## config.mk

```make
export PLATFORM = sky130hd
export DESIGN_NAME = bus_control
export DESIGN_NICKNAME = d
export VERILOG_FILES = /design/src/common/soc_pkg.sv /design/src/hw/bus_control.sv
export SDC_FILE = /design/constraint.sdc
export NUM_CORES = 1
export LEC_CHECK = 0
export ABC_AREA = 1
export ABC_CLOCK_PERIOD_IN_PS = 1900
export CORE_AREA = 5 5 114 116
export CTS_BUF_LIST = sky130_fd_sc_hd__clkbuf_16
export DETAILED_ROUTE_END_ITERATION = 8
export DIE_AREA = 0 0 119 121
export DONT_BUFFER_PORTS = 1
export GPL_TIMING_DRIVEN = 0
export PLACE_DENSITY = 0.61
export SYNTH_ARGS = -nofsm -noshare
export SYNTH_HDL_FRONTEND = slang
export SYNTH_SLANG_ARGS = --single-unit
```

## constraint.sdc

```tcl
create_clock -name CLOCK_50 -period 1.9 [get_ports CLOCK_50]
set_input_delay 0.285 -clock CLOCK_50 [delete_from_list [all_inputs] [get_ports CLOCK_50]]
set_output_delay 0.285 -clock CLOCK_50 [all_outputs]
set_load 0.05 [all_outputs]
```

## src/common/soc_pkg.sv

```systemverilog
package soc_pkg;

    // address map, byte addresses on the 64-bit bus
    localparam logic [63:0] ROM_BASE     = 64'h0000_0000_0000_0000;
    localparam logic [63:0] ROM_SIZE     = 64'h0000_0000_0000_1000;
    localparam logic [63:0] RAM_BASE     = 64'h0000_0000_0000_1000;
    localparam logic [63:0] RAM_SIZE     = 64'h0000_0000_0000_1000;

    // single-word peripheral registers
    localparam logic [63:0] KEY_ADDR     = 64'h0000_0000_0000_FFFE;
    localparam logic [63:0] CONSOLE_ADDR = 64'h0000_0000_0000_FFFF;

    // shared memory, rom words first then ram words
    localparam int MEM_WORDS   = 2048;
    localparam int MEM_INDEX_W = 11;

    // returned for anything that is not readable
    localparam logic [63:0] UNMAPPED_DATA = 64'hDEAD_BEEF_DEAD_BEEF;

    // vector presented to the core on a key press
    localparam logic [3:0] IRQ_KEYBOARD = 4'd1;

    // ps/2 framing: start, 8 data, odd parity, stop
    localparam int         PS2_FRAME_BITS = 11;
    localparam logic [7:0] PS2_BREAK_CODE = 8'hF0;

    // decoded target of one bus access
    typedef enum logic [2:0] {
        REGION_ROM,
        REGION_RAM,
        REGION_KEY,
        REGION_CONSOLE,
        REGION_NONE
    } region_t;

    // cpu data bus request, we and re are one-cycle strobes
    typedef struct packed {
        logic [63:0] addr;
        logic [63:0] wdata;
        logic        we;
        logic        re;
    } bus_req_t;

    // read response, valid for one cycle
    typedef struct packed {
        logic [63:0] rdata;
        logic        valid;
    } bus_rsp_t;

    // data-port request into the shared memory
    typedef struct packed {
        logic [MEM_INDEX_W-1:0] index;
        logic [31:0]            wdata;
        logic                   we;
        logic                   re;
    } mem_req_t;

    // one decoded keyboard event
    typedef struct packed {
        logic [7:0] scan;
        logic [7:0] ascii;
        logic       pressed;
        logic       released;
    } key_event_t;

endpackage

```

## src/hw/bus_control.sv

```systemverilog
`timescale 1ns/10ps

module bus_control import soc_pkg::*; (
    input  logic        CLOCK_50,
    input  logic        KEY0,
    input  bus_req_t    bus_req,
    output bus_rsp_t    bus_rsp,
    output mem_req_t    mem_req,
    input  logic [31:0] mem_rdata,
    input  key_event_t  key_event,
    output logic [7:0]  console_byte,
    output logic        console_strobe
);

    // decode of the current request
    region_t     region;

    // read pipeline, stage 1 follows the sampling edge
    logic        rd_valid_q1;
    region_t     rd_region_q1;
    // stage 2 holds the memory word as well
    logic        rd_valid_q2;
    region_t     rd_region_q2;
    logic [31:0] rd_word_q2;

    // response register and its next value
    logic        rsp_valid;
    logic [63:0] rsp_rdata;
    logic [63:0] rsp_next;

    // last ascii byte typed
    logic [7:0]  key_byte;

    // address map decode
    // subtract then compare, so the range check wraps cleanly
    always_comb begin
        if ((bus_req.addr - ROM_BASE) < ROM_SIZE)
            region = REGION_ROM;
        else if ((bus_req.addr - RAM_BASE) < RAM_SIZE)
            region = REGION_RAM;
        else if (bus_req.addr == KEY_ADDR)
            region = REGION_KEY;
        else if (bus_req.addr == CONSOLE_ADDR)
            region = REGION_CONSOLE;
        else
            region = REGION_NONE;
    end

    // word index is addr[12:2], ram sits in the upper half
    always_comb begin
        mem_req.index = bus_req.addr[MEM_INDEX_W+1:2];
        mem_req.wdata = bus_req.wdata[31:0];
        // rom is read-only, writes there just vanish
        mem_req.we    = bus_req.we && (region == REGION_RAM);
        mem_req.re    = bus_req.re && (region == REGION_ROM || region == REGION_RAM);
    end

    // region travels with each read so responses stay in order
    always_ff @(posedge CLOCK_50 or negedge KEY0) begin
        if (!KEY0) begin
            rd_valid_q1  <= 1'b0;
            rd_region_q1 <= REGION_NONE;
            rd_valid_q2  <= 1'b0;
            rd_region_q2 <= REGION_NONE;
        end else begin
            rd_valid_q1  <= bus_req.re;
            rd_region_q1 <= region;
            rd_valid_q2  <= rd_valid_q1;
            rd_region_q2 <= rd_region_q1;
        end
    end

    // memory answers one cycle after re
    always_ff @(posedge CLOCK_50) begin
        rd_word_q2 <= mem_rdata;
    end

    // response data select
    always_comb begin
        case (rd_region_q2)
            REGION_ROM,
            REGION_RAM: rsp_next = {32'd0, rd_word_q2};
            REGION_KEY: rsp_next = {56'd0, key_byte};
            default:    rsp_next = UNMAPPED_DATA;
        endcase
    end

    always_ff @(posedge CLOCK_50 or negedge KEY0) begin
        if (!KEY0)
            rsp_valid <= 1'b0;
        else
            rsp_valid <= rd_valid_q2;
    end

    always_ff @(posedge CLOCK_50) begin
        rsp_rdata <= rsp_next;
    end

    assign bus_rsp.rdata = rsp_rdata;
    assign bus_rsp.valid = rsp_valid;

    // keys without ascii leave the last byte alone
    always_ff @(posedge CLOCK_50 or negedge KEY0) begin
        if (!KEY0)
            key_byte <= 8'd0;
        else if (key_event.pressed && key_event.ascii != 8'd0)
            key_byte <= key_event.ascii;
    end

    // console write, one strobe per write
    always_ff @(posedge CLOCK_50 or negedge KEY0) begin
        if (!KEY0)
            console_strobe <= 1'b0;
        else
            console_strobe <= bus_req.we && (region == REGION_CONSOLE);
    end

    always_ff @(posedge CLOCK_50) begin
        if (bus_req.we && region == REGION_CONSOLE)
            console_byte <= bus_req.wdata[7:0];
    end

endmodule

```

== Word-level counts from Yosys, hierarchy flattened ==
Index checks and enable logic that the tools add are counted.

* Register bits after elaboration: 122
* Bits in latches: 0
* Bits in writable memories: 0
* Bits in read-only memories: 0
* Input bits: 182
* Word-level logic and storage cells: 33
* Memories kept: 0

* Add/subtract/negate cells: 1
* Multipliers: 0
* Div/mod/pow operators: 0
* $lt $le $gt $ge: 2
* Eq/ne operators: 6
* Shift operators: 0
* Multiplexer cells: 5
* Bitwise logic cells: 0
* Reduce and logical (&&, ||, !) cells: 9

{| class="wikitable"
|+ Operators by type and width
! kind !! number
|-
| $eq A64 B16 Y1 const B || 2
|-
| $lt A64 B13 Y1 const B || 2
|-
| $pmux W64 S2 || 1
|-
| $sub A64 B13 Y64 const B || 1
|-
| $mux W3 || 4
|-
| $reduce_bool A8 Y1 || 1
|-
| $eq A3 B1 Y1 const B || 2
|-
| $eq A3 B2 Y1 const B || 2
|-
| $logic_not A3 Y1 || 2
|-
| $logic_and A1 B1 Y1 || 4
|-
| $reduce_or A2 Y1 || 1
|-
| $logic_or A1 B1 Y1 || 1
|}

== Longest topological paths before layout ==
* Depth in word-level cells: 8
* Mapped depth: 18
* Depth with buffers taken out: 18

== Worst setup path after synthesis ==
OpenSTA, ideal clock, no wires.

* Path kind: in2out
* Start point: in bus_req[85] (netlist bit)
* End point: out mem_req[1] (netlist bit)
* Arrival time: 2192 ps
* Path slack: -577 ps
* Stages on the path: 13
* Buffers on the path: 0
* Path through: nor2_1 nand2_1 nor2_4 nand2_2 nor2_4 nand2_1 xor2_1 nand3_1 a21oi_1 nand3_2 nand2_2 nand2_2 nor2_1

{| class="wikitable"
|+ RTL lines
! item !! RTL line !! RTL
|-
| start: declaration || bus_control.sv:6 || <nowiki>input bus_req_t bus_req,</nowiki>
|-
| end: declaration || bus_control.sv:8 || <nowiki>output mem_req_t mem_req,</nowiki>
|}

==> out/metrics.yaml <==
run_status:
  status: "finished, violations left"
  violations: "setup timing"
global_route:
  grt-ovfl-total: 0
  grt_first_pass_wirelength_um: 20910
  groute.usage.overall_pct: 18.13
  grt_max_degree: 25
  antenna_found_initial: 0
  grt_pass1_vias: 4100
power:
  pwr-share-comb_pct: 12.7
  p_sw_share_pct: 24.29
  leakage_nw: 2.549
  powerDensity_nw_per_um2: 741.4
  switching_power_mw: 1.075
  seq_power_share_pct: 45.5
  total_power_mw: 4.428
  internal_power_mw: 3.352
  peakVddDrop_uv: 331.7
  clockPowerShare_pct: 41.8
layout:
  antenna_cells: 0
  multi_input_area_um2: 2150
  design_area_um2: 5972
  area_growth_syn_to_layout_pct: 29.60
  drive_gt1_share_pct: 27.26
  post-route-util_pct: 50.56
  register_area_um2: 1996
  layout.cells.non_filler: 866
  final_cell_mix: "169 x nand2_1, 88 x buf_4, 76 x nor2_1"
  nets: 896
  final_common_cell: "nand2_1"
  fillCellCount: 1134
clock_tree:
  clk_pin_slew_ns: 0.06
  cts_buffers: 9
  cts_sinks: 91
  htreeDepth: 3
  root_buffer: "clkbuf_16"
  cts_tree: "done"
  cts_buffer_depth: 2
  clkLatencyLatePin_ns: 0.33
place:
  port_buffers: 0
  place_area_um2: 4862
  hpwl_um: 10810
  dp.cells: 797
  place_ws_ns: -0.9892
  routabilityCongestion: 0.8609
hold_path:
  hold_depth: 0
  hold_end: "console_byte[1]"
  min_from: "bus_req[3]"
  min-delay-path-class: "in -> reg"
synthesis:
  ys_warn_count: 0
  syn-cell-area_um2: 4608
  synth_compound_area_share_pct: 2.634
  synth_seq_cells: 91
  synth_fa_ha_area_share_pct: 0
  synthXorXnorAreaFrac_pct: 0.3801
  synth_top_family_by_area: "simple AND/OR/NAND/NOR gates"
  ys_seq_area_share_pct: 43.28
  syn_inst: 643
  avgSynthCellArea_um2: 7.167
  synthSimpleGateAreaFrac_pct: 35.95
  synthDistinctLibCells: 29
  synthMuxAreaShare_pct: 0
worst_setup_path:
  ff2ff_path_depth: 5
  r2r-end: "rsp_rdata[5]"
  startpoint_type: "primary input"
  r2r_slack_ns: 0.18
  required_ns: 1.62
  timing.rr.start: "rd_region_q2[0]"
  arrival_ns: 2.15
  path_class: "in -> out"
  worst-path-max-fanout: 4
  cp-end-kind: "output port"
detailed_routing:
  routed_wl_um: 13640
  routed_via_density: 4.820
  drtIter0Drc: 228
  drc: 0
  dr.pass1.iters: 4
  vias: 4174
  ant_nets: 0
  wl_per_cell_um: 15.75
timing:
  tightest_slew_ns: 0.8509
  setup_viol: 11
  finalCriticalPeriod_ns: 2.433
  fin_ws_ns: -0.5332
  finClkSkew_ns: 0.005011
  rsz0062_at_grt: "true"
  holdWs_ns: 0.04137
  fmax_mhz: 411.0
  hold_viol: 0
  relSlewSlack_pct: 43.09
  slew_violations: 0
  fin_tns_setup_ns: -3.834
  fin_crit_sh_pct: 128.1
floorplan:
  fp-row-count: 40
  die_w_um: 119
  boundaryPins: 301
  dieArea_um2: 14400
  core-area_um2: 11810
  start_util_pct: 39.01
  die_y_um: 121
run:
  max_cap_violations: 0
sequential cells by signal, indices dropped and copies added (netlist names):
register / flops
rd_word_q2: 32
rsp_rdata: 33
console_strobe: 1
rd_valid_q2: 1
rd_valid_q1: 1
key_byte: 8
rd_region_q1: 3
rsp_valid: 1
rd_region_q2: 3
console_byte: 8
what timing repair did:
item / in CTS / in global routing
resized for setup: 47 / 35
hold endpoints to repair: 51 / 0
pin swaps: 29 / 21
setup endpoints to repair: 55 / 32
setup buffers: 13 / 5
gates cloned: 1 / 0
hold buffers: 34 / 0
worst max path at each step:
stage | from | to
after floorplan | bus_req[79] | mem_req[1]
after global placement | bus_req[96] | console_byte[7]
after detailed placement | bus_req[96] | console_byte[7]
after CTS | bus_req[78] | mem_req[1]
after global routing | bus_req[88] | mem_req[1]
final | bus_req[88] | mem_req[1]
power by group through the flow:
stage / Clock (mW) / Sequential (mW) / Combinational, mW
2_1_floorplan: 0 / 2.05 / 0.436
3_3_place_gp: 0 / 2.05 / 0.474
3_5_place_dp: 0 / 2.05 / 0.475
4_1_cts: 1.88 / 2.01 / 0.553
5_1_grt: 1.97 / 2.02 / 0.603
6_report: 1.85 / 2.01 / 0.564
synthesized netlist by cell type:
cell | n | area, um^2
a21boi_0 | 1 | 7.510
a21oi_1 | 2 | 10.01
a22o_1 | 1 | 8.760
and2_1 | 2 | 12.51
buf_1 | 2 | 7.510
buf_4 | 75 | 563.0
clkbuf_1 | 3 | 11.26
conb_1 | 1 | 3.750
dfrtp_1 | 16 | 400.4
dfstp_2 | 2 | 52.55
dfxtp_1 | 65 | 1301
edfxtp_1 | 8 | 240.2
inv_1 | 62 | 232.7
nand2_1 | 189 | 709.4
nand2_2 | 6 | 37.54
nand2_4 | 1 | 11.26
nand3_1 | 40 | 200.2
nand3_2 | 1 | 10.01
nand3b_1 | 1 | 7.510
nand4_1 | 12 | 75.07
nor2_1 | 110 | 412.9
nor2_2 | 6 | 37.54
nor2_4 | 9 | 101.4
nor3_1 | 5 | 25.02
nor3b_1 | 1 | 7.510
nor4b_1 | 1 | 8.760
o21ai_0 | 16 | 80.08
o21ai_1 | 3 | 15.01
xor2_1 | 2 | 17.52
cell families (layout without fill, tap and decap cells):
| logic type | Yosys count | in the layout |
|---|---|---|
| AO/OA/AOI/OAI | 23 | 23 |
| XOR/XNOR | 2 | 2 |
| buffers and inverters | 142 | 210 |
| flip-flops | 91 | 91 |
| other | 1 | 8 |
| AND/OR/NAND/NOR | 384 | 385 |
per-layer routing:
metal / global-route usage [%] / up-vias / routed length (um)
met5: 0 / - / 0
met4: 9.051 / 0 / 468
met3: 3.497 / 30 / 1029
met2: 32.29 / 188 / 7054
met1: 20.69 / 1902 / 5087
li1: - / 2054 / -
critical path: stages:
cell	delay, ns
nor2_1	0.14
nand2_2	0.14
nor2_4	0.19
buf_4	0.15
nand2_2	0.07
nor2_1	0.20
nand3_1	0.11
nand2_1	0.08
nand3_1	0.09
a21oi_2	0.13
nand3_2	0.11
buf_4	0.16
nor2_4	0.30
area by class of cell:
class | count | area share [%]
Buffer | 80 | 9.742
Clock inverter | 5 | 0.8380
Multi-Input combinational cell | 418 | 35.99
Clock buffer | 11 | 4.609
Sequential cell | 91 | 33.42
Inverter | 62 | 3.897
Tap cell | 147 | 3.080
Timing Repair Buffer | 52 | 8.422
(Power assumes the default switching activity.)
