[src/common/soc_pkg.sv]
package soc_pkg;

    // address map, byte addresses on the 64-bit bus
    localparam logic [63:0] ROM_BASE     = 64'h0000_0000_0000_0000;
    localparam logic [63:0] ROM_SIZE     = 64'h0000_0000_0000_1000;
    localparam logic [63:0] RAM_BASE     = 64'h0000_0000_0000_1000;
    localparam logic [63:0] RAM_SIZE     = 64'h0000_0000_0000_1000;

    // single-word peripheral registers
    localparam logic [63:0] KEY_ADDR     = 64'h0000_0000_0000_FFFE;
    localparam logic [63:0] CONSOLE_ADDR = 64'h0000_0000_0000_FFFF;

    // shared memory, rom words first then ram words
    localparam int MEM_WORDS   = 2048;
    localparam int MEM_INDEX_W = 11;

    // returned for anything that is not readable
    localparam logic [63:0] UNMAPPED_DATA = 64'hDEAD_BEEF_DEAD_BEEF;

    // vector presented to the core on a key press
    localparam logic [3:0] IRQ_KEYBOARD = 4'd1;

    // ps/2 framing: start, 8 data, odd parity, stop
    localparam int         PS2_FRAME_BITS = 11;
    localparam logic [7:0] PS2_BREAK_CODE = 8'hF0;

    // decoded target of one bus access
    typedef enum logic [2:0] {
        REGION_ROM,
        REGION_RAM,
        REGION_KEY,
        REGION_CONSOLE,
        REGION_NONE
    } region_t;

    // cpu data bus request, we and re are one-cycle strobes
    typedef struct packed {
        logic [63:0] addr;
        logic [63:0] wdata;
        logic        we;
        logic        re;
    } bus_req_t;

    // read response, valid for one cycle
    typedef struct packed {
        logic [63:0] rdata;
        logic        valid;
    } bus_rsp_t;

    // data-port request into the shared memory
    typedef struct packed {
        logic [MEM_INDEX_W-1:0] index;
        logic [31:0]            wdata;
        logic                   we;
        logic                   re;
    } mem_req_t;

    // one decoded keyboard event
    typedef struct packed {
        logic [7:0] scan;
        logic [7:0] ascii;
        logic       pressed;
        logic       released;
    } key_event_t;

endpackage

[src/keyboard/ps2_receiver.sv]
`timescale 1ns/10ps

module ps2_receiver import soc_pkg::*; (
    input  logic       CLOCK_50,
    input  logic       KEY0,
    input  logic       ps2_clk,
    input  logic       ps2_dat,
    output key_event_t key_event
);

    // two-flop synchronizers, idle line is high
    logic [1:0]  clk_sync;
    logic [1:0]  dat_sync;
    logic        clk_prev;
    logic        clk_fall;

    // frame shifter, lsb arrives first
    logic [10:0] frame;
    logic [3:0]  bit_cnt;
    logic        frame_done;

    // decoded fields of a full frame
    logic [7:0]  frame_code;
    logic        frame_ok;

    // f0 seen, next code is a break
    logic        break_pending;

    // event registers
    logic        ev_pressed;
    logic        ev_released;
    logic [7:0]  ev_scan;
    logic [7:0]  ev_ascii;

    // scan set 2 to lower-case ascii, letters and digits only
    function automatic logic [7:0] scan_to_ascii(input logic [7:0] code);
        logic [7:0] ch;
        ch = 8'h00;
        case (code)
            8'h1C: ch = "a";
            8'h32: ch = "b";
            8'h21: ch = "c";
            8'h23: ch = "d";
            8'h24: ch = "e";
            8'h2B: ch = "f";
            8'h34: ch = "g";
            8'h33: ch = "h";
            8'h43: ch = "i";
            8'h3B: ch = "j";
            8'h42: ch = "k";
            8'h4B: ch = "l";
            8'h3A: ch = "m";
            8'h31: ch = "n";
            8'h44: ch = "o";
            8'h4D: ch = "p";
            8'h15: ch = "q";
            8'h2D: ch = "r";
            8'h1B: ch = "s";
            8'h2C: ch = "t";
            8'h3C: ch = "u";
            8'h2A: ch = "v";
            8'h1D: ch = "w";
            8'h22: ch = "x";
            8'h35: ch = "y";
            8'h1A: ch = "z";
            8'h45: ch = "0";
            8'h16: ch = "1";
            8'h1E: ch = "2";
            8'h26: ch = "3";
            8'h25: ch = "4";
            8'h2E: ch = "5";
            8'h36: ch = "6";
            8'h3D: ch = "7";
            8'h3E: ch = "8";
            8'h46: ch = "9";
            default: ch = 8'h00;
        endcase
        return ch;
    endfunction

    always_ff @(posedge CLOCK_50 or negedge KEY0) begin
        if (!KEY0) begin
            clk_sync <= 2'b11;
            dat_sync <= 2'b11;
            clk_prev <= 1'b1;
        end else begin
            clk_sync <= {clk_sync[0], ps2_clk};
            dat_sync <= {dat_sync[0], ps2_dat};
            clk_prev <= clk_sync[1];
        end
    end

    // keyboard drives data, we sample on its falling clock
    assign clk_fall = clk_prev && !clk_sync[1];

    // bit counter and frame-complete pulse
    always_ff @(posedge CLOCK_50 or negedge KEY0) begin
        if (!KEY0) begin
            bit_cnt    <= 4'd0;
            frame_done <= 1'b0;
        end else begin
            frame_done <= 1'b0;
            if (clk_fall) begin
                if (bit_cnt == 4'(PS2_FRAME_BITS - 1)) begin
                    bit_cnt    <= 4'd0;
                    frame_done <= 1'b1;
                end else begin
                    bit_cnt <= bit_cnt + 4'd1;
                end
            end
        end
    end

    // shift right, so after 11 bits frame[0] is the start bit
    always_ff @(posedge CLOCK_50) begin
        if (clk_fall)
            frame <= {dat_sync[1], frame[10:1]};
    end

    assign frame_code = frame[8:1];
    // start low, stop high, odd parity over data plus parity bit
    assign frame_ok   = !frame[0] && frame[10] && (^frame[9:1]);

    // make/break tracking
    // bad frames just fall through here without an event
    always_ff @(posedge CLOCK_50 or negedge KEY0) begin
        if (!KEY0) begin
            break_pending <= 1'b0;
            ev_pressed    <= 1'b0;
            ev_released   <= 1'b0;
        end else begin
            ev_pressed  <= 1'b0;
            ev_released <= 1'b0;
            if (frame_done && frame_ok) begin
                if (frame_code == PS2_BREAK_CODE) begin
                    break_pending <= 1'b1;
                end else if (break_pending) begin
                    break_pending <= 1'b0;
                    ev_released   <= 1'b1;
                end else begin
                    ev_pressed <= 1'b1;
                end
            end
        end
    end

    // code and ascii for both makes and breaks
    always_ff @(posedge CLOCK_50) begin
        if (frame_done && frame_ok && frame_code != PS2_BREAK_CODE) begin
            ev_scan  <= frame_code;
            ev_ascii <= scan_to_ascii(frame_code);
        end
    end

    assign key_event.scan     = ev_scan;
    assign key_event.ascii    = ev_ascii;
    assign key_event.pressed  = ev_pressed;
    assign key_event.released = ev_released;

endmodule

[config.mk]
export PLATFORM = sky130hd
export DESIGN_NAME = ps2_receiver
export DESIGN_NICKNAME = d
export VERILOG_FILES = /design/src/common/soc_pkg.sv /design/src/keyboard/ps2_receiver.sv
export SDC_FILE = /design/constraint.sdc
export NUM_CORES = 1
export LEC_CHECK = 0
export BUFFER_PORTS_ARGS = -buffer_cell sky130_fd_sc_hd__buf_4
export CORE_AREA = 2 2 77 79
export CTS_CLUSTER_SIZE = 8
export DETAILED_ROUTE_END_ITERATION = 6
export DIE_AREA = 0 0 79 81
export PLACE_DENSITY = 0.6
export SKIP_CTS_REPAIR_TIMING = 1
export SYNTH_ARGS = -nofsm -noshare
export SYNTH_HDL_FRONTEND = slang
export SYNTH_SLANG_ARGS = --single-unit
[constraint.sdc]
create_clock -name CLOCK_50 -period 2.9 [get_ports CLOCK_50]
set_input_delay 0.145 -clock CLOCK_50 [delete_from_list [all_inputs] [get_ports CLOCK_50]]
set_output_delay 0.145 -clock CLOCK_50 [all_outputs]
set_load 0.005 [all_outputs]
**Word-level counts from Yosys, hierarchy flattened**

Memory sizes are Yosys's and may differ from the RTL's. A register that Yosys moved wholly into a read port is not among the register bits.
Index checks and enable logic that the tools add are counted.

- Word-level logic and storage cells: 34
- Output and inout port bits: 18
- Register bits after elaboration: 40
- Memories kept: 1
- Memory bits (read-only): 896

Memories:

| memory | depth | bits a word | rd ports | clocked after memory_dff | wr ports | RTL line | text |
|---|---|---|---|---|---|---|---|
| (name not given) | 128 | 7 | 1 | 1 | 0 | ps2_receiver.sv:39 | `case (code)` |

- Add/subtract/negate cells: 1
- Equal/unequal tests: 3
- Reduce and logical (&&, ||, !) cells: 8
- Multiplexer cells: 10

Operators with widths:

| cell | count |
|---|---|
| 1-bit 2-to-1 mux | 9 |
| 9-bit XOR reduction | 1 |
| 8-bit equality test, second input constant | 1 |
| 8-bit != test, second input constant | 1 |
| 1-bit logical AND | 5 |
| 4-bit by 1-bit adder with 4-bit output, second input constant | 1 |
| 4-bit equality test, second input constant | 1 |
| 4-bit 2-to-1 mux | 1 |
| 1-bit zero test | 2 |

**Depth between registers and ports, before layout**

Gate-level depths: netlist of run 1.

- Depth in word-level cells: 5
- Mapped depth: 8
- Gate-level depth less buffers: 7

**Worst setup path after synthesis of run 1**

OpenSTA, ideal clock, no wires.

- Path type: register to register
- Start: reg frame[4]
- End: reg ev_ascii[0], enable pin
- Data required time: 2.528 ns
- Path slack: 0.269 ns
- Buffers on the path: 1
- Cell stages (with the launch flop): 9
- Data arrival time: 2.259 ns
- Clock period less this slack: 2.631 ns
- Library setup time: 0.372 ns
- Path through: edfxtp_1 inv_1 clkbuf_1 ha_1 xnor2_1 xnor2_1 xnor2_1 nor3_1 and2_1

- Longest elaborated chain between the ends: 4
- Elaborated cells between the ends (all ways): 5
- Classes of those cells: 1 x eq/ne; 4 x reduce/logical

RTL lines:

| element | RTL line | text |
|---|---|---|
| start, declared | ps2_receiver.sv:18 | `logic [10:0] frame;` |
| start signal, assigned | ps2_receiver.sv:117 | `frame <= {dat_sync[1], frame[10:1]};` |
| 9-bit XOR reduction | ps2_receiver.sv:122 | `assign frame_ok = !frame[0] && frame[10] && (^frame[9:1]);` |
| 1-bit logical AND | ps2_receiver.sv:122 |  |
| 1-bit logical AND (2 in series) | ps2_receiver.sv:149 | `if (frame_done && frame_ok && frame_code != PS2_BREAK_CODE) begin` |
| end, declared | ps2_receiver.sv:33 | `logic [7:0] ev_ascii;` |

Parallel ways exist; a longest one is shown, timed or not.
A chain may end at the register's enable or synchronous reset.

**Worst setup path after layout of run 1**

- Start: reg frame[1]
- End: reg ev_ascii[3], enable pin

Same word-level chain as after synthesis.

==> results_dict.tcl, run 1 <==
set metrics [dict create \
    route.detailed.wl_per_inst_um 14.5 \
    port_buffers 20 \
    power.static_leakage_nw 0.983 \
    antenna_violating_nets_post_route 0 \
    vias_in_the_first_global_route 1474 \
    timing_max_transition_violations_final 0 \
    pwr_density_cell_nw_per_um2 493 \
    count_of_flip_flops_with_a_built_in_enable_after_synthesis 26 \
    power.share.switching_pct 25.2 \
    diodes 0 \
    nets 241 \
    synth.lib_cells_used.distinct 49 \
    vdd_ir_drop_max_mv 0.204 \
    power.clock.fraction_pct 33.1 \
    setup_repair_after_global_routing_missed_its_margin "false" \
    path_clk_slew_ns 0.07 \
    netlist_instances 197 \
    regToRegSetupSlack_ns 0.52 \
    cts_made_buffers 5 \
    gpl.final_weighted_congestion 0.947 \
    final_cells 301 \
    worst_hold_path_type "input port to asynchronous set/reset pin" \
    final_clock_period_utilization_by_the_worst_path_pct 82.2 \
    clock-skew-final_ns 0.0143 \
    crit-reg2reg-capture "ev_ascii[3]" \
    setup.worst_path.end "ev_ascii[3]" \
    critPathArrivalTime_ns 2.37 \
    netlist_area_um2 2130 \
    area_growth_pct 18.1 \
    hpwl_mm 3.03 \
    std_cell_rows 28 \
    clkLatencyLatePin_ns 0.29 \
    dpl.cell_count 290 \
    placeableCoreArea_um2 5680 \
    rr_worst_depth 7 \
    ffs_w_async_s_r_synth_pct 33.3 \
    criticalPathCategory "flop to flop" \
    timing.setup.tns_ns 0 \
    drt_wl_total_mm 4.36 \
    clock_tree_from_tritoncts "built" \
    grt_start_max_net_pins 28 \
    synthMuxAreaShare_pct 4.11 \
    initialDrtViolationCount 161 \
    max-clock-path-buffers 2 \
    cts_htree_levels 2 \
    drive_gt1_share_pct 21.2 \
    synth_simple_gate_area_share_pct 14.3 \
    fmax_mhz 420 \
    worst_ep_required_time_ns 2.89 \
    postSynthRegisterBits 39 \
    detailedRoute.firstPassIterationCount 4 \
    kind_of_capture_point_of_the_worst_setup_path "flop" \
    worst_r2r_start "frame[1]" \
    post_synth_fa_ha_maj_area_fraction_pct 7.04 \
    antenna_violations_before_repair 0 \
    die_h_um 81 \
    design.portCount 22 \
    seq_area_frac_synth_pct 52.2 \
    post_synth_xor_area_fraction_pct 2.05 \
    start_util_pct 37.6 \
    worst_setup_path_startpoint "frame[1]" \
    route.detailed.vias_per_inst 5.19 \
    p_switching_mw 0.312 \
    grt_pass1_wl_mm 7.38 \
    synth_top_family_by_area "compound AO/OA/AOI/OAI gates" \
    critical_path_source_type "flop" \
    fp.dieW_um 79 \
    synth.avg_cell_area_um2 10.8 \
    syn-num-nets 213 \
    dominantRegCellSynth "edfxtp_1" \
    finalHoldViolCount 0 \
    groute.usage.overall_pct 15.1 \
    setup_viol 0 \
    synth-warning-count 0 \
    grt_overflow_total 0 \
    clockRootBuffer "clkbuf_8" \
    synth-compound-area-share_pct 15.3 \
    fp.dieArea_um2 6400 \
    max_cap_viol_count 0 \
    run_status "finished clean" \
    drcViolationCount 0 \
    period_needed_ns 2.38 \
    cp_max_fo 12 \
    power.combinational.fraction_pct 13.3 \
    internal_power_mw 0.930 \
    seqPwrFrac_pct 53.5 \
    clock-sinks 39 \
    vias 1562 \
]
[sequential cells by signal, indices dropped and copies added, names as in the netlist]
signal,flops
break_pending,1
frame_done,1
ev_scan,8
ev_ascii,7
frame,11
clk_prev,1
dat_sync,2
clk_sync,2
ev_pressed,1
ev_released,1
bit_cnt,4
[critical path: stages, from the launching register on]
cell	delay (ns)
edfxtp_1	0.48
inv_1	0.17
ha_1	0.40
xnor2_1	0.17
xnor2_1	0.14
nor3_1	0.21
and2_1	0.27
buf_4	0.24
[stage by stage]
step                      util [%]  instance area (um^2)  hold WS, ns  total power [mW]  worst slack [ns]
after floorplan                  -                  2130       -0.151             0.791             0.269
after global placement        42.0                  2380     -0.00530             0.835             0.636
after detailed placement      42.0                  2380     -0.00209             0.836             0.549
after CTS                     43.8                  2490       -0.316              1.25             0.496
after global routing          44.4                  2520        0.232              1.31             0.223
final                         44.4                  2520        0.226              1.24             0.517
[cell families after synthesis]
family          after synthesis
other cells                   1
buf+inv                      21
flops                        39
fa+ha+maj                    12
compound gates               51
simple gates                 61
xor+xnor                      5
mux                           7
[worst min path at each step]
stage / end
6_report: bit_cnt[3]
5_1_grt: bit_cnt[1]
4_1_cts: bit_cnt[1]
3_5_place_dp: bit_cnt[3]
3_3_place_gp: bit_cnt[3]
2_1_floorplan: bit_cnt[0]
[cell usage after synthesis (2+ instances only)]
cell / count / area [um^2]
a21oi_1: 11 / 55.1
nor2b_1: 4 / 25.0
nor4_1: 3 / 18.8
a31oi_1: 3 / 18.8
mux2i_1: 5 / 50.1
o21ai_0: 15 / 75.1
a211oi_1: 7 / 52.6
buf_2: 2 / 10.0
ha_1: 12 / 150
nand3_1: 6 / 30.0
edfxtp_1: 26 / 781
and2b_2: 2 / 17.5
buf_4: 4 / 30.0
a221oi_1: 2 / 17.5
nor3b_1: 2 / 15.0
inv_1: 7 / 26.3
nor3_1: 7 / 35.0
and3_1: 2 / 12.5
clkbuf_1: 6 / 22.5
nand2_1: 22 / 82.6
dfstp_2: 5 / 131
xnor2_1: 4 / 35.0
dfrtp_1: 8 / 200
nor2_1: 7 / 26.3
[layer usage]
layer	vias to the layer above	GRT usage [%]	wire [um]
li1	775	-	-
met1	718	20.0	1980
met2	63	23.7	2030
met3	6	3.22	277
met4	0	7.07	72
met5	-	0	0
[area by class of cell]
type	count	area, um^2
Clock buffer	7	97.6
Inverter	8	30.0
Timing Repair Buffer	34	263
Clock inverter	1	6.26
Fill cell	555	3160
Sequential cell	39	1110
Tap cell	75	93.8
Multi-Input combinational cell	137	916
[power by group through the flow]
stage	registers [mW]	clock network, mW	logic [mW]
finish	0.665	0.412	0.165
floorplan	0.671	0	0.119
detailed placement	0.676	0	0.161
CTS	0.665	0.425	0.162
global route	0.673	0.453	0.188
global placement	0.675	0	0.160
[layout by cell type, fill, tap and decap left out, types with 2 or more instances in the layout]
master / instances
a211oi_1: 7
nor2_1: 7
mux2i_1: 5
nand2_1: 22
a31oi_1: 3
edfxtp_1: 26
clkbuf_8: 5
o21ai_0: 15
nor3b_1: 2
ha_1: 12
and3_1: 2
a21oi_1: 11
a221oi_1: 2
nor3_1: 7
inv_1: 7
dfstp_2: 5
buf_4: 31
and2b_2: 2
dfrtp_1: 8
nor2b_1: 4
nor4_1: 3
dlygate4sd3_1: 3
nand3_1: 6
xnor2_1: 4
No activity file was read; power rests on OpenSTA's default activity.
==> run 2, diff against run 1 <==
==> constraint.sdc (replaced) <==
create_clock -name CLOCK_50 -period 2.5 [get_ports CLOCK_50]
set_input_delay 0.125 -clock CLOCK_50 [delete_from_list [all_inputs] [get_ports CLOCK_50]]
set_output_delay 0.125 -clock CLOCK_50 [all_outputs]
set_load 0.005 [all_outputs]
==> run 2 against run 1 <==
Net effect:
- non-clock buffer count stayed put
- first-iteration DRC count increased by 44%
- design area is 0.45% higher
- die area is the same
- register-to-register slack worse by 0.22 ns
- critical path type unchanged
==> results_dict.tcl, run 2 (synthesis gave the netlist of run 1 again) <==
set metrics [dict create \
    antenna_violating_nets_post_route 0 \
    fin_total_pwr_mw 1.50 \
    clock-skew-final_ns 0.00387 \
    largest_reg_flops 11 \
    post_dp_cell_area_um2 2390 \
    diodes 0 \
    fmax_mhz 453 \
    period_needed_ns 2.21 \
    route.detailed.wl_per_inst_um 13.9 \
    hpwl_mm 2.91 \
    largest_registers "frame x11, ev_scan x8, ev_ascii x7" \
    final_cells 301 \
    drcViolationCount 0 \
    run_status "finished clean" \
    kind_of_capture_point_of_the_worst_setup_path "flop" \
    fp.dieArea_um2 6400 \
    worst_hold_path_type "input port to asynchronous set/reset pin" \
    detailedPlace.worstSlack_ns 0.289 \
    critical_path_source_type "flop" \
    path_clk_slew_ns 0.08 \
    detailedRoute.firstPassIterationCount 4 \
    clock_tree_from_tritoncts "built" \
    timing_max_transition_violations_final 0 \
    layout.cells.most_common_list "31 x buf_4, 26 x edfxtp_1, 22 x nand2_1, 15 x o21ai_0, 12 x ha_1" \
    stdcell_area_um2 2530 \
    die_h_um 81 \
    path_buf_inv 0 \
    initialDrtViolationCount 232 \
    placeableCoreArea_um2 5680 \
    area_growth_pct 18.7 \
    crit_family "simple AND/OR/NAND/NOR gates" \
    grt_pass1_wl_mm 7.15 \
    layout.cells.most_common "buf_4" \
    power.static_leakage_nw 0.988 \
    worst_hold_slack_ns 0.206 \
    groute.usage.overall_pct 14.4 \
    port_buffers 20 \
    dpl.cell_count 290 \
    pwr_density_cell_nw_per_um2 592 \
    design.portCount 22 \
    final_clock_period_utilization_by_the_worst_path_pct 88.2 \
    max_cap_viol_count 0 \
    vdd_ir_drop_max_mv 0.401 \
    clkLatencyLatePin_ns 0.30 \
    worst_r2r_start "frame[7]" \
    count_of_fill_cells_added_during_filler_insertion 528 \
    layout.core_utilization_pct 44.6 \
    grt_start_max_net_pins 28 \
    cp_max_fo 15 \
    nets 241 \
    vias 1583 \
    setup_repair_after_global_routing_missed_its_margin "false" \
    cts_htree_levels 2 \
    drive_gt1_share_pct 22.1 \
    largest-register "frame" \
    timing.setup.tns_ns 0 \
    worst_path_most_repeated_cell "xnor2_1" \
    worst_ep_required_time_ns 2.46 \
    route.detailed.vias_per_inst 5.26 \
    crit_path_cell_trace "ha_1 -> xnor2_1 -> xnor2_1 -> xnor2_1 -> nor3_1 -> and2_2" \
    criticalPathCategory "flop to flop" \
    setup_viol 0 \
    max-clock-path-buffers 2 \
    start_util_pct 37.6 \
    drt_wl_total_mm 4.19 \
    cts_made_buffers 5 \
    worst_slack_ns 0.295 \
    timing.critical_path.slowest_cell_delay_ns 0.50 \
    finalHoldViolCount 0 \
    gpl.final_weighted_congestion 0.886 \
    cpMaxStageDelayCell "edfxtp_1" \
    antenna_violations_before_repair 0 \
    grt_overflow_total 0 \
    critPathArrivalTime_ns 2.17 \
    vias_in_the_first_global_route 1486 \
    fp.dieW_um 79 \
    clockRootBuffer "clkbuf_8" \
    std_cell_rows 28 \
    worst_setup_path_startpoint "frame[7]" \
    clock-sinks 39 \
]
==> run 2: power breakdown <==
| group | switching, mW | internal [mW] | total (mW) | leakage (nW) |
|---|---|---|---|---|
| clock network | 0.236 | 0.301 | 0.538 | 0.0591 |
| registers | 0.0340 | 0.733 | 0.767 | 0.394 |
| logic | 0.105 | 0.0871 | 0.192 | 0.535 |
| total | 0.375 | 1.12 | 1.50 | 0.988 |
==> run 2: final timing paths <==
path                               end  cells past startpoint  slack [ns]
min                         bit_cnt[2]                      2        0.21
min in group CLOCK_50      dat_sync[1]                      0        0.36
max reg2reg                 ev_scan[5]                      6        0.29
max                         ev_scan[5]                      6        0.29
min reg2reg                dat_sync[1]                      0        0.36
max in group asynchronous  clk_sync[1]                      2        2.06
==> run 2: layer usage <==
layer	GRT usage, %	routed length [um]
met5	0	0
met2	22.1	1900
met3	2.44	252
met1	19.3	1950
met4	7.93	95
==> run 2: cell type report <==
| cell class | instances | area (um^2) | share of cell area [%] |
|---|---|---|---|
| Sequential cell | 39 | 1110 | 44.0 |
| Multi-Input combinational cell | 137 | 917 | 36.3 |
| Timing Repair Buffer | 34 | 263 | 10.4 |
| Tap cell | 75 | 93.8 | 3.71 |
| Clock buffer | 5 | 68.8 | 2.72 |
| Clock inverter | 3 | 45.0 | 1.78 |
| Inverter | 8 | 30.0 | 1.19 |
